### src/common/exec_pkg.sv
// Execute stage shared definitions
package exec_pkg;

    typedef logic [4:0] exec_op_t;   // {class, function}
    typedef logic [1:0] op_class_t;
    typedef logic [4:0] reg_addr_t;  // Destination register

    localparam op_class_t CLASS_ALU    = 2'b00;  // Single-cycle ALU
    localparam op_class_t CLASS_BRANCH = 2'b01;  // Compare only, no write-back
    localparam op_class_t CLASS_DIV    = 2'b10;  // Iterative divider

    // Arithmetic, logic and shifts
    localparam exec_op_t OP_ADD  = 5'b00_000;
    localparam exec_op_t OP_SUB  = 5'b00_001;
    localparam exec_op_t OP_AND  = 5'b00_010;
    localparam exec_op_t OP_OR   = 5'b00_011;
    localparam exec_op_t OP_XOR  = 5'b00_100;
    localparam exec_op_t OP_SLL  = 5'b00_101;
    localparam exec_op_t OP_SRL  = 5'b00_110;
    localparam exec_op_t OP_SRA  = 5'b00_111;

    // Set-less-than spills into the spare 11 field and still counts as ALU
    localparam exec_op_t OP_SLT  = 5'b11_010;
    localparam exec_op_t OP_SLTU = 5'b11_011;

    // Branch low bits equal funct3
    localparam exec_op_t OP_BEQ  = 5'b01_000;
    localparam exec_op_t OP_BNE  = 5'b01_001;
    localparam exec_op_t OP_BLT  = 5'b01_100;
    localparam exec_op_t OP_BGE  = 5'b01_101;
    localparam exec_op_t OP_BLTU = 5'b01_110;
    localparam exec_op_t OP_BGEU = 5'b01_111;

    // Divide: bit 0 selects unsigned, bit 1 selects remainder
    localparam exec_op_t OP_DIV  = 5'b10_100;
    localparam exec_op_t OP_DIVU = 5'b10_101;
    localparam exec_op_t OP_REM  = 5'b10_110;
    localparam exec_op_t OP_REMU = 5'b10_111;

    // Unit class of an operation code
    function automatic op_class_t op_class_of(input exec_op_t op);
        op_class_t cls;
        cls = op[4:3];
        if (cls == 2'b11) begin
            cls = CLASS_ALU;  // SLT and SLTU live here
        end
        return cls;
    endfunction

endpackage
### src/design/exec_top.sv
// Integer execute stage top level
`timescale 1ns/10ps

module exec_top import exec_pkg::*; #(
    parameter int XLEN = 32
) (
    input  logic            clk_i,
    input  logic            rst_i,
    input  logic            req_i,
    output logic            ack_o,
    input  exec_op_t        op_i,
    input  reg_addr_t       rd_addr_i,
    input  logic [XLEN-1:0] opa_i,       // Register or immediate, already chosen
    input  logic [XLEN-1:0] opb_i,
    output logic [XLEN-1:0] result_o,
    output reg_addr_t       rd_addr_o,
    output logic            rd_we_o,
    output logic            branch_taken_o
);

    logic [XLEN-1:0] alu_result;
    logic            alu_branch_taken;
    logic [XLEN-1:0] div_result;
    logic            div_done;
    logic            div_start;

    alu #(.XLEN(XLEN)) u_alu (
        .op_i           (op_i),
        .opa_i          (opa_i),
        .opb_i          (opb_i),
        .result_o       (alu_result),
        .branch_taken_o (alu_branch_taken)
    );

    div_unit #(.XLEN(XLEN)) u_div (
        .clk_i      (clk_i),
        .rst_i      (rst_i),
        .start_i    (div_start),
        .op_i       (op_i),
        .dividend_i (opa_i),
        .divisor_i  (opb_i),
        .result_o   (div_result),
        .done_o     (div_done)
    );

    // Handshake, unit select and write-back
    exec_stage #(.XLEN(XLEN)) u_stage (
        .clk_i              (clk_i),
        .rst_i              (rst_i),
        .req_i              (req_i),
        .op_i               (op_i),
        .rd_addr_i          (rd_addr_i),
        .alu_result_i       (alu_result),
        .alu_branch_taken_i (alu_branch_taken),
        .div_result_i       (div_result),
        .div_done_i         (div_done),
        .ack_o              (ack_o),
        .div_start_o        (div_start),
        .result_o           (result_o),
        .rd_addr_o          (rd_addr_o),
        .rd_we_o            (rd_we_o),
        .branch_taken_o     (branch_taken_o)
    );

endmodule

### src/design/exec_stage.sv
// Execute handshake and write-back register
`timescale 1ns/10ps

module exec_stage import exec_pkg::*; #(
    parameter int XLEN = 32
) (
    input  logic            clk_i,
    input  logic            rst_i,
    input  logic            req_i,
    input  exec_op_t        op_i,
    input  reg_addr_t       rd_addr_i,
    input  logic [XLEN-1:0] alu_result_i,
    input  logic            alu_branch_taken_i,
    input  logic [XLEN-1:0] div_result_i,
    input  logic            div_done_i,
    output logic            ack_o,
    output logic            div_start_o,
    output logic [XLEN-1:0] result_o,
    output reg_addr_t       rd_addr_o,
    output logic            rd_we_o,
    output logic            branch_taken_o
);

    typedef enum logic [1:0] {
        IDLE,
        WAIT_DIV,
        ACK,
        RELEASE
    } hs_state_t;

    hs_state_t state_q;
    op_class_t op_class;
    logic      is_branch;

    assign op_class  = op_class_of(op_i);
    assign is_branch = op_class == CLASS_BRANCH;

    always_ff @(posedge clk_i) begin
        if (rst_i) begin
            state_q        <= IDLE;
            ack_o          <= 1'b0;
            div_start_o    <= 1'b0;
            result_o       <= '0;
            rd_addr_o      <= '0;
            rd_we_o        <= 1'b0;
            branch_taken_o <= 1'b0;
        end else begin
            div_start_o <= 1'b0;  // Single-cycle pulse
            case (state_q)
                IDLE: begin
                    if (req_i) begin
                        rd_addr_o <= rd_addr_i;
                        if (op_class == CLASS_DIV) begin
                            div_start_o <= 1'b1;
                            state_q     <= WAIT_DIV;
                        end else begin
                            // ALU output is already settled from the held operands
                            result_o       <= is_branch ? '0 : alu_result_i;
                            rd_we_o        <= !is_branch;
                            branch_taken_o <= is_branch & alu_branch_taken_i;
                            ack_o          <= 1'b1;
                            state_q        <= ACK;
                        end
                    end
                end
                WAIT_DIV: begin
                    if (div_done_i) begin
                        result_o       <= div_result_i;
                        rd_we_o        <= 1'b1;
                        branch_taken_o <= 1'b0;
                        ack_o          <= 1'b1;
                        state_q        <= ACK;
                    end
                end
                ACK: begin
                    // Outputs frozen until the issuer lets go
                    if (!req_i) begin
                        ack_o   <= 1'b0;
                        state_q <= RELEASE;
                    end
                end
                RELEASE: begin
                    state_q <= IDLE;  // Issuer sees ack low first
                end
                default: begin
                    state_q <= IDLE;
                end
            endcase
        end
    end

endmodule

### src/divider/div_unit.sv
// Radix-2 iterative divider
`timescale 1ns/10ps

module div_unit import exec_pkg::*; #(
    parameter int XLEN = 32
) (
    input  logic            clk_i,
    input  logic            rst_i,
    input  logic            start_i,
    input  exec_op_t        op_i,
    input  logic [XLEN-1:0] dividend_i,
    input  logic [XLEN-1:0] divisor_i,
    output logic [XLEN-1:0] result_o,
    output logic            done_o
);

    localparam int CW = $clog2(XLEN);

    typedef enum logic [1:0] {
        IDLE,
        RUN,
        FIX
    } div_state_t;

    div_state_t      state_q;
    logic [CW-1:0]   count_q;
    logic [XLEN-1:0] quo_q;   // Dividend shifts out, quotient shifts in
    logic [XLEN-1:0] rem_q;
    logic [XLEN-1:0] dvsr_q;
    logic            neg_quo_q;
    logic            neg_rem_q;
    logic            rem_sel_q;
    logic            div_zero_q;
    logic            ovf_q;

    logic            is_signed;
    logic            sign_a;
    logic            sign_b;
    logic [XLEN-1:0] abs_a;
    logic [XLEN-1:0] abs_b;
    logic [XLEN:0]   trial;
    logic [XLEN-1:0] diff;
    logic            trial_ge;
    logic [XLEN-1:0] quo_fix;
    logic [XLEN-1:0] rem_fix;

    assign is_signed = !op_i[0];
    assign sign_a    = is_signed & dividend_i[XLEN-1];
    assign sign_b    = is_signed & divisor_i[XLEN-1];
    assign abs_a     = sign_a ? -dividend_i : dividend_i;
    assign abs_b     = sign_b ? -divisor_i : divisor_i;

    // One restoring step
    assign trial    = {rem_q, quo_q[XLEN-1]};
    assign diff     = trial[XLEN-1:0] - dvsr_q;
    assign trial_ge = trial >= {1'b0, dvsr_q};

    always_ff @(posedge clk_i) begin
        if (rst_i) begin
            state_q <= IDLE;
            count_q <= '0;
        end else begin
            case (state_q)
                IDLE: begin
                    if (start_i) begin
                        state_q <= RUN;
                        count_q <= '0;
                    end
                end
                RUN: begin
                    count_q <= count_q + CW'(1);
                    if (count_q == CW'(XLEN-1)) begin
                        state_q <= FIX;
                    end
                end
                FIX:     state_q <= IDLE;  // Result held until next start
                default: state_q <= IDLE;
            endcase
        end
    end

    always_ff @(posedge clk_i) begin
        if (state_q == IDLE && start_i) begin
            quo_q      <= abs_a;
            rem_q      <= '0;
            dvsr_q     <= abs_b;
            neg_quo_q  <= sign_a ^ sign_b;
            neg_rem_q  <= sign_a;  // Remainder follows the dividend
            rem_sel_q  <= op_i[1];
            div_zero_q <= divisor_i == '0;
            ovf_q      <= sign_a && (abs_a == {1'b1, {(XLEN-1){1'b0}}}) && (&divisor_i);
        end else if (state_q == RUN) begin
            rem_q <= trial_ge ? diff : trial[XLEN-1:0];
            quo_q <= {quo_q[XLEN-2:0], trial_ge};
        end
    end

    // Sign correction and the RISC-V special cases
    always_comb begin
        quo_fix = neg_quo_q ? -quo_q : quo_q;
        rem_fix = neg_rem_q ? -rem_q : rem_q;
        if (div_zero_q) begin
            quo_fix = '1;
        end else if (ovf_q) begin
            quo_fix = {1'b1, {(XLEN-1){1'b0}}};  // Equal to the dividend
            rem_fix = '0;
        end
    end

    assign result_o = rem_sel_q ? rem_fix : quo_fix;
    assign done_o   = state_q == FIX;

endmodule

### src/design/alu.sv
// Integer ALU and branch compare
`timescale 1ns/10ps

module alu import exec_pkg::*; #(
    parameter int XLEN = 32
) (
    input  exec_op_t        op_i,
    input  logic [XLEN-1:0] opa_i,
    input  logic [XLEN-1:0] opb_i,
    output logic [XLEN-1:0] result_o,
    output logic            branch_taken_o
);

    localparam int SHW = $clog2(XLEN);

    logic [SHW-1:0] shamt;
    logic           lt_s;
    logic           lt_u;
    logic           eq;

    assign shamt = opb_i[SHW-1:0];  // Only the low bits count
    assign lt_s  = $signed(opa_i) < $signed(opb_i);
    assign lt_u  = opa_i < opb_i;
    assign eq    = opa_i == opb_i;

    // Write-back value
    always_comb begin
        case (op_i)
            OP_ADD: begin
                result_o = opa_i + opb_i;
            end
            OP_SUB: begin
                result_o = opa_i - opb_i;
            end
            OP_AND:  result_o = opa_i & opb_i;
            OP_OR:   result_o = opa_i | opb_i;
            OP_XOR:  result_o = opa_i ^ opb_i;
            OP_SLL:  result_o = opa_i << shamt;
            OP_SRL:  result_o = opa_i >> shamt;
            OP_SRA:  result_o = $signed(opa_i) >>> shamt;  // Keeps the sign bit
            OP_SLT: begin
                result_o = {{(XLEN-1){1'b0}}, lt_s};
            end
            OP_SLTU: begin
                result_o = {{(XLEN-1){1'b0}}, lt_u};
            end
            default: begin
                result_o = '0;  // Branches, divides and unused codes
            end
        endcase
    end

    // Branch condition
    always_comb begin
        case (op_i)
            OP_BEQ:  branch_taken_o = eq;
            OP_BNE:  branch_taken_o = !eq;
            OP_BLT:  branch_taken_o = lt_s;
            OP_BGE:  branch_taken_o = !lt_s;
            OP_BLTU: branch_taken_o = lt_u;
            OP_BGEU: branch_taken_o = !lt_u;
            // Anything else must never look like a taken branch
            default: branch_taken_o = 1'b0;
        endcase
    end

endmodule

### config.mk
export PLATFORM = sky130hd
export DESIGN_NAME = exec_top
export DESIGN_NICKNAME = d
export VERILOG_FILES = /design/src/common/exec_pkg.sv /design/src/design/exec_top.sv /design/src/design/exec_stage.sv /design/src/divider/div_unit.sv /design/src/design/alu.sv
export SDC_FILE = /design/constraint.sdc
export NUM_CORES = 1
export LEC_CHECK = 0
export ABC_AREA = 1
export BUFFER_PORTS_ARGS = -buffer_cell sky130_fd_sc_hd__buf_2
export CAP_MARGIN = 5
export CORE_MARGIN = 5
export CORE_UTILIZATION = 40
export DETAILED_ROUTE_END_ITERATION = 6
export GPL_TIMING_DRIVEN = 0
export MAX_ROUTING_LAYER = met4
export PLACE_DENSITY = 0.63
export RECOVER_POWER = 100
export SLEW_MARGIN = 20
export SYNTH_ARGS = -nofsm -noshare
export SYNTH_HDL_FRONTEND = slang
export SYNTH_SLANG_ARGS = --single-unit
### constraint.sdc
create_clock -name clk_i -period 3.2 [get_ports clk_i]
set_input_delay 0.32 -clock clk_i [delete_from_list [all_inputs] [get_ports clk_i]]
set_output_delay 0.32 -clock clk_i [all_outputs]
set_load 0.1 [all_outputs]
# Word level (Yosys, flattened, before mapping)

Cells that the tools add are included.

Output and inout bits: 40
Flip-flop bits (word level): 151
Word-level logic and storage cells: 139
Bits of input ports: 77

$add $sub $neg: 8
Multiplexer cells: 43
Reductions and logical operators: 24
Shifts and indexed selects: 3
Eq/ne operators: 32
Magnitude comparators: 3
Bitwise gates (word level): 9

Operators with widths:

| operator             | number |
|---|---|
| $mux 32              | 16 |
| $pmux 32 s10         | 1 |
| $neg 32->32          | 4 |
| $lt 32x32->1         | 2 |
| $pmux 32 s2          | 1 |
| $sub 32x32->32       | 2 |
| $ge 33x32->1         | 1 |
| $add 32x32->32       | 1 |
| $and 32x32->32       | 1 |
| $eq 32x32->1         | 1 |
| $eq 32x32->1 const B | 1 |
| $logic_not 32->1     | 1 |
| $or 32x32->32        | 1 |
| $reduce_and 32->1    | 1 |
| $shl 32x5->32        | 1 |
| $shr 32x5->32        | 1 |
| $sshr 32x5->32       | 1 |
| $xor 32x32->32       | 1 |
| $eq 5x4->1 const B   | 6 |
| $eq 5x3->1 const B   | 4 |
| $eq 5x5->1 const B   | 3 |
| $mux 2               | 7 |
| $eq 2x2->1 const B   | 5 |
| $eq 5x2->1 const B   | 2 |
| 27 further kinds     | 57 |

# Logic depth before layout (Yosys ltp)

Word-level depth: 7
Mapped depth: 22
Gate-level depth less buffers: 18

# Modules after synthesis

A second synthesis with hierarchy kept.

Cells, all modules: 4221
Area, all modules: 23259.8 sq um

Modules (own cells, without submodules):

| module     | area each (sq um) | times used | sequential area each (sq um) | cells an instance |
|---|---|---|---|---|
| div_unit   | 10606.4           | 1          | 2852.7                       | 1705 |
| alu        | 10282.4           | 1          | 0.0                          | 2122 |
| exec_stage | 2371.0            | 1          | 860.8                        | 394 |

# Least setup slack after synthesis

OpenSTA, ideal clock, no wires.

Kind: input -> register
Start point: input opb_i[4]
End point: register u_stage.branch_taken_o
Required time: 3.070 ns
Path slack: 0.493 ns
Arrival: 2.576 ns
Path buffers: 4
Stages: 20
Library setup time: 0.130 ns
Cell sequence: buf_4 inv_2 buf_2 buf_1 ha_1 buf_4 nor2_2 inv_1 nor2_2 nand2_1 nand2_1 nand2_1 nand2_2 nand2_2 nand3_1 nand2_1 nand2_1 nand2_1 o21ai_1 a21oi_1

Longest elaborated chain between the ends: 7
Elaborated cells on any way between the ends: 11
Those cells by class: order compare: 2; eq/ne: 1; mux: 4; bitwise: 1; reduce/logical: 3

RTL lines:

| what                                 | line                            | text |
|---|---|---|
| start: declaration                   | exec_top.sv:14                  | `input logic [XLEN-1:0] opb_i,` |
| $lt 32x32->1 (tied with other cells) | alu.sv:23                       | `assign lt_u = opa_i < opb_i;` |
| $logic_not 1->1 (on tied branches)   | alu.sv:61, alu.sv:57, alu.sv:59 |  |
| $pmux 1 s6 *                         | alu.sv:55                       | `case (op_i)` |
| $and 1x1->1 *                        | exec_stage.sv:60                | `branch_taken_o <= is_branch & alu_branch_taken_i;` |
| $mux 1 *                             | exec_stage.sv:53                | `if (op_class == CLASS_DIV) begin` |
| $mux 1 *                             | exec_stage.sv:51                | `if (req_i) begin` |
| $pmux 1 s2 *                         | exec_stage.sv:49                | `case (state_q)` |
| end signal: assignment               | exec_stage.sv:60                |  |
| end: declaration                     | exec_stage.sv:21                | `output logic branch_taken_o` |

Mark *: on every way between the ends. The rest lies on a longest branch, timed or not. The select of a mux whose other input is x is not followed.
A chain may end at the register's enable or synchronous reset.

# Worst setup path in the final report

Start point: input opb_i[2]
End point: register u_stage.result_o[15]

Longest elaborated chain between the ends: 6
Elaborated cells on any way between the ends: 10
Those cells by class: add/sub: 2; shift: 3; mux: 5

RTL lines:

| what                                   | line             | text |
|---|---|---|
| $sub 32x32->32 (tied with other cells) | alu.sv:33        | `result_o = opa_i - opb_i;` |
| $pmux 32 s10 *                         | alu.sv:28        | `case (op_i)` |
| $mux 32 *                              | exec_stage.sv:58 | `result_o <= is_branch ? '0 : alu_result_i;` |
| $mux 32 *                              | exec_stage.sv:53 |  |
| $mux 32 *                              | exec_stage.sv:51 |  |
| $pmux 32 s2 *                          | exec_stage.sv:49 |  |
| end signal: assignment                 | exec_stage.sv:58 |  |
| end signal: assignment                 | exec_stage.sv:68 | `result_o <= div_result_i;` |
| end: declaration                       | exec_stage.sv:18 | `output logic [XLEN-1:0] result_o,` |

Marked as above.

==> results_dict.tcl <==
set metrics [dict create \
    die_h_um 244 \
    seq_area_frac_synth 0.169 \
    clock_skew_ns 0.0159 \
    synth_common_cells "nand2_1 (1,138), nand3_1 (523), inv_1 (424)" \
    worst_slew_pin_slew_ns 1.25 \
    hp-class "input pin to flip-flop" \
    start_util 0.406 \
    path_max_fanout 11 \
    avgViaCountPerCell 5.94 \
    areaGrowthSynthToFinish_pct 8.92 \
    clock_latency_ns 0.46 \
    netlist-cell-type-count 64 \
    arrival_ns 3.53 \
    synth_edf_count 69 \
    drtAntennaViolNets 0 \
    cts-htree-levels 4 \
    grt_max_degree 47 \
    cts_num_sinks 151 \
    crit_required_ns 3.54 \
    die_x_um 244 \
    dp_cells 4656 \
    post_cts_buffers 0 \
    drive_gt1_frac 0.0702 \
    critPathTopFamily "buffers and inverters" \
    clk_pin_slew_ns 0.08 \
    syn_avg_cell_area_sq_um 5.70 \
    place_ws_ns -1.08 \
    synth_nets 4067 \
    wl_per_cell_um 26.3 \
    fin_crit_sh 0.996 \
    cp_slowest_cell "o21ai_4" \
    peakVddDrop_uv 453 \
    fin_cells 4690 \
    cap_violations 0 \
    wl_mm 123 \
    synthMostInstantiatedCell "nand2_1" \
    use_met1 0.504 \
    grt_usage 0.407 \
    finalSetupViolCount 0 \
    globalRouteMet2Util 0.630 \
    critPathLaunchType "input pin" \
    dpl.hpwl_mm 103 \
    root_buffer "clkbuf_16" \
    critical_path.cell_chain "buf_2 -> inv_2 -> clkbuf_4 -> buf_4 -> buf_4 -> ha_1 -> buf_6 -> inv_1 -> nand2_1 -> nand2_1 -> inv_1 -> nand2_1 -> nand3_1 -> nand2_1 -> nand2_1 -> nand2_1 -> nand2_1 -> nand3_1 -> nand3_1 -> o21ai_4 -> a21oi_1" \
    num_rows 85 \
    synth_seq_cells 151 \
    utilization 0.442 \
    gr-total-overflow 0 \
    clockBufferDepth 2 \
    p_per_area_mw_per_mm2 574 \
    cp_common_cell "nand2_1" \
    cellLeakagePower_nw 11.6 \
    core_area_sq_mm 0.0540 \
    path_class "input pin to flip-flop" \
    io-pin-count 117 \
    yosysTopAreaCell "nand2_1" \
    numCtsBuffers 17 \
    grt_pass1_wl_mm 175 \
    fin_crit_ns 3.19 \
    gp_congestion 1.13 \
    drtIter0Drc 3328 \
    slowest_delay_ns 0.31 \
    p_total_w 0.0137 \
    vias 27900 \
    design.die.area_sq_mm 0.0596 \
    finalMaxSlewViolations 0 \
    yosysTopAreaCellShare 0.195 \
    dr.pass1.iters 6 \
    hold_violations 0 \
    top_usage_layer "met2" \
    io_buffers 115 \
    outcome "complete, no violations" \
    worstSetupEndpointType "flip-flop" \
    syn_inst 3844 \
    relSlewSlack 0.171 \
    cts_tree "done" \
    grt_use_met3 0.0623 \
    synth.cell_area_sq_mm 0.0219 \
    route.detailed.drc 0 \
    fin_ws_ns 0.0130 \
    antenna_found_initial 3 \
    synthArstFlopShare 0 \
    synth_warnings 0 \
    rsz0062_at_grt "no" \
    synth_top_cells_by_area "nand2_1 (19%), nand3_1 (12%), edfxtp_1 (9.5%), ha_1 (8.2%), dfxtp_1 (7.5%)" \
    ys.flop_type "dfxtp_1" \
    fmax_ghz 0.314 \
    first_global_vias 25700 \
    cp_num_buf_inv 8 \
    fin_nets 4200 \
    cts_hold_buf 0 \
]
## worst reg2reg max path, cell delays in order (launching register included)
cell and delay (ns):
edfxtp_1 0.43, inv_1 0.07, ha_1 0.28, fa_1 0.45, o21ai_1 0.48, nand2_1 0.10, nand2_1 0.18, nand3_1 0.09
nand2_1 0.19, nand3_1 0.10, nand2_1 0.10, xor2_1 0.16, nand2_1 0.08, nand3_1 0.13, o21ai_0 0.11
## state kept, by name (all words and copies together) (netlist names), 2 cells and up
signal,count
u_div.dvsr_q,32
u_div.rem_q,32
u_div.state_q,2
u_div.quo_q,32
u_div.count_q,5
u_stage.result_o,32
u_stage.rd_addr_o,5
u_stage.state_q,2
## cells in the final DEF, fill, tap and decap left out, types with 5 or more instances in the layout
cell	Yosys	final
o22ai_1	11	11
xor2_1	64	64
xnor2_1	13	13
o211ai_1	39	39
nand2_1	1138	1137
clkbuf_2	2	8
nand3_1	523	524
nand4_1	51	53
and2_1	19	19
ha_1	143	143
inv_2	22	22
nor2_1	350	354
buf_4	21	21
or2_2	6	6
inv_1	424	424
a21oi_1	224	224
o21ai_1	37	30
o21ai_0	269	275
edfxtp_1	69	69
nor3_1	50	51
buf_6	8	8
buf_2	57	122
inv_6	1	7
buf_1	14	12
a31oi_1	16	16
o21ai_2	5	5
nor2_4	9	7
a21o_1	6	6
nor2_2	13	11
nor4_1	10	10
clkbuf_16	0	18
nand2_2	11	12
nand3b_1	12	12
o31ai_1	5	5
clkbuf_1	48	91
a221oi_1	5	5
o21bai_1	12	12
dfxtp_1	82	81
## per-stage QoR
step           area (sq um)  hold WS (ns)  TNS, ns
2_1_floorplan         21900         0.419        0
3_3_place_gp          23400         0.456   -29.82
3_5_place_dp          23400         0.463   -17.91
4_1_cts               24000         0.103        0
5_1_grt               23900         0.126        0
6_report              23900         0.106        0
## per-layer routing
metal  up-vias  routed length, um
met1     13000              49000
met5         -                  0
li1      13000                  -
met4         0               9560
met3       337              10600
met2      1508              54100
## report_power, final
part           internal [W]  total (W)  switching, W
combinational       0.00218    0.00864       0.00646
clock               0.00108    0.00205      0.000976
sequential          0.00245    0.00301      0.000563
total               0.00570     0.0137       0.00800
## path summary, 6_finish.rpt
path                            startpoint                           endpoint  slack [ns]  depth (start not counted)
max                               opb_i[2]  u_stage.result_o[15]$_SDFFE_PP0P_        0.01                         21
min                           rd_addr_i[4]  u_stage.rd_addr_o[4]$_SDFFE_PP0P_        0.11                          3
max reg2reg      u_div.quo_q[31]$_DFFE_PP_       u_div.rem_q[30]$_SDFFE_PP0P_        0.13                         14
min reg2reg  u_div.count_q[4]$_SDFFE_PP0P_      u_div.count_q[4]$_SDFFE_PP0P_        0.47                          2
## cell families (layout without fill, tap and decap cells)
group / after synthesis / in the layout / share of synthesized area
and+or+nand+nor: 2219 / 2219 / 0.440
AOI/OAI and AO/OA: 649 / 649 / 0.162
buffers and inverters: 600 / 746 / 0.113
DFF: 151 / 151 / 0.169
adders and majority gates: 146 / 146 / 0.0844
xor gates and xnor gates: 77 / 77 / 0.0308
muxes: 2 / 2 / 0.000914
other: 0 / 4 / 0
## final cells by class
class | count | area [sq um]
Timing Repair Buffer | 116 | 527
Clock buffer | 19 | 454
Inverter | 450 | 1700
Antenna cell | 4 | 10.0
Sequential cell | 151 | 3710
Buffer | 148 | 777
Multi-Input combinational cell | 3093 | 15700
Tap cell | 696 | 871
Clock inverter | 13 | 126
Fill cell | 6217 | 30200
## timing repair
| item | in CTS | in global routing |
|---|---|---|
| gates resized for setup | 7 | 13 |
| setup endpoints to repair | 20 | 18 |
| pin swaps | 0 | 1 |
(Power assumes the default switching activity.)
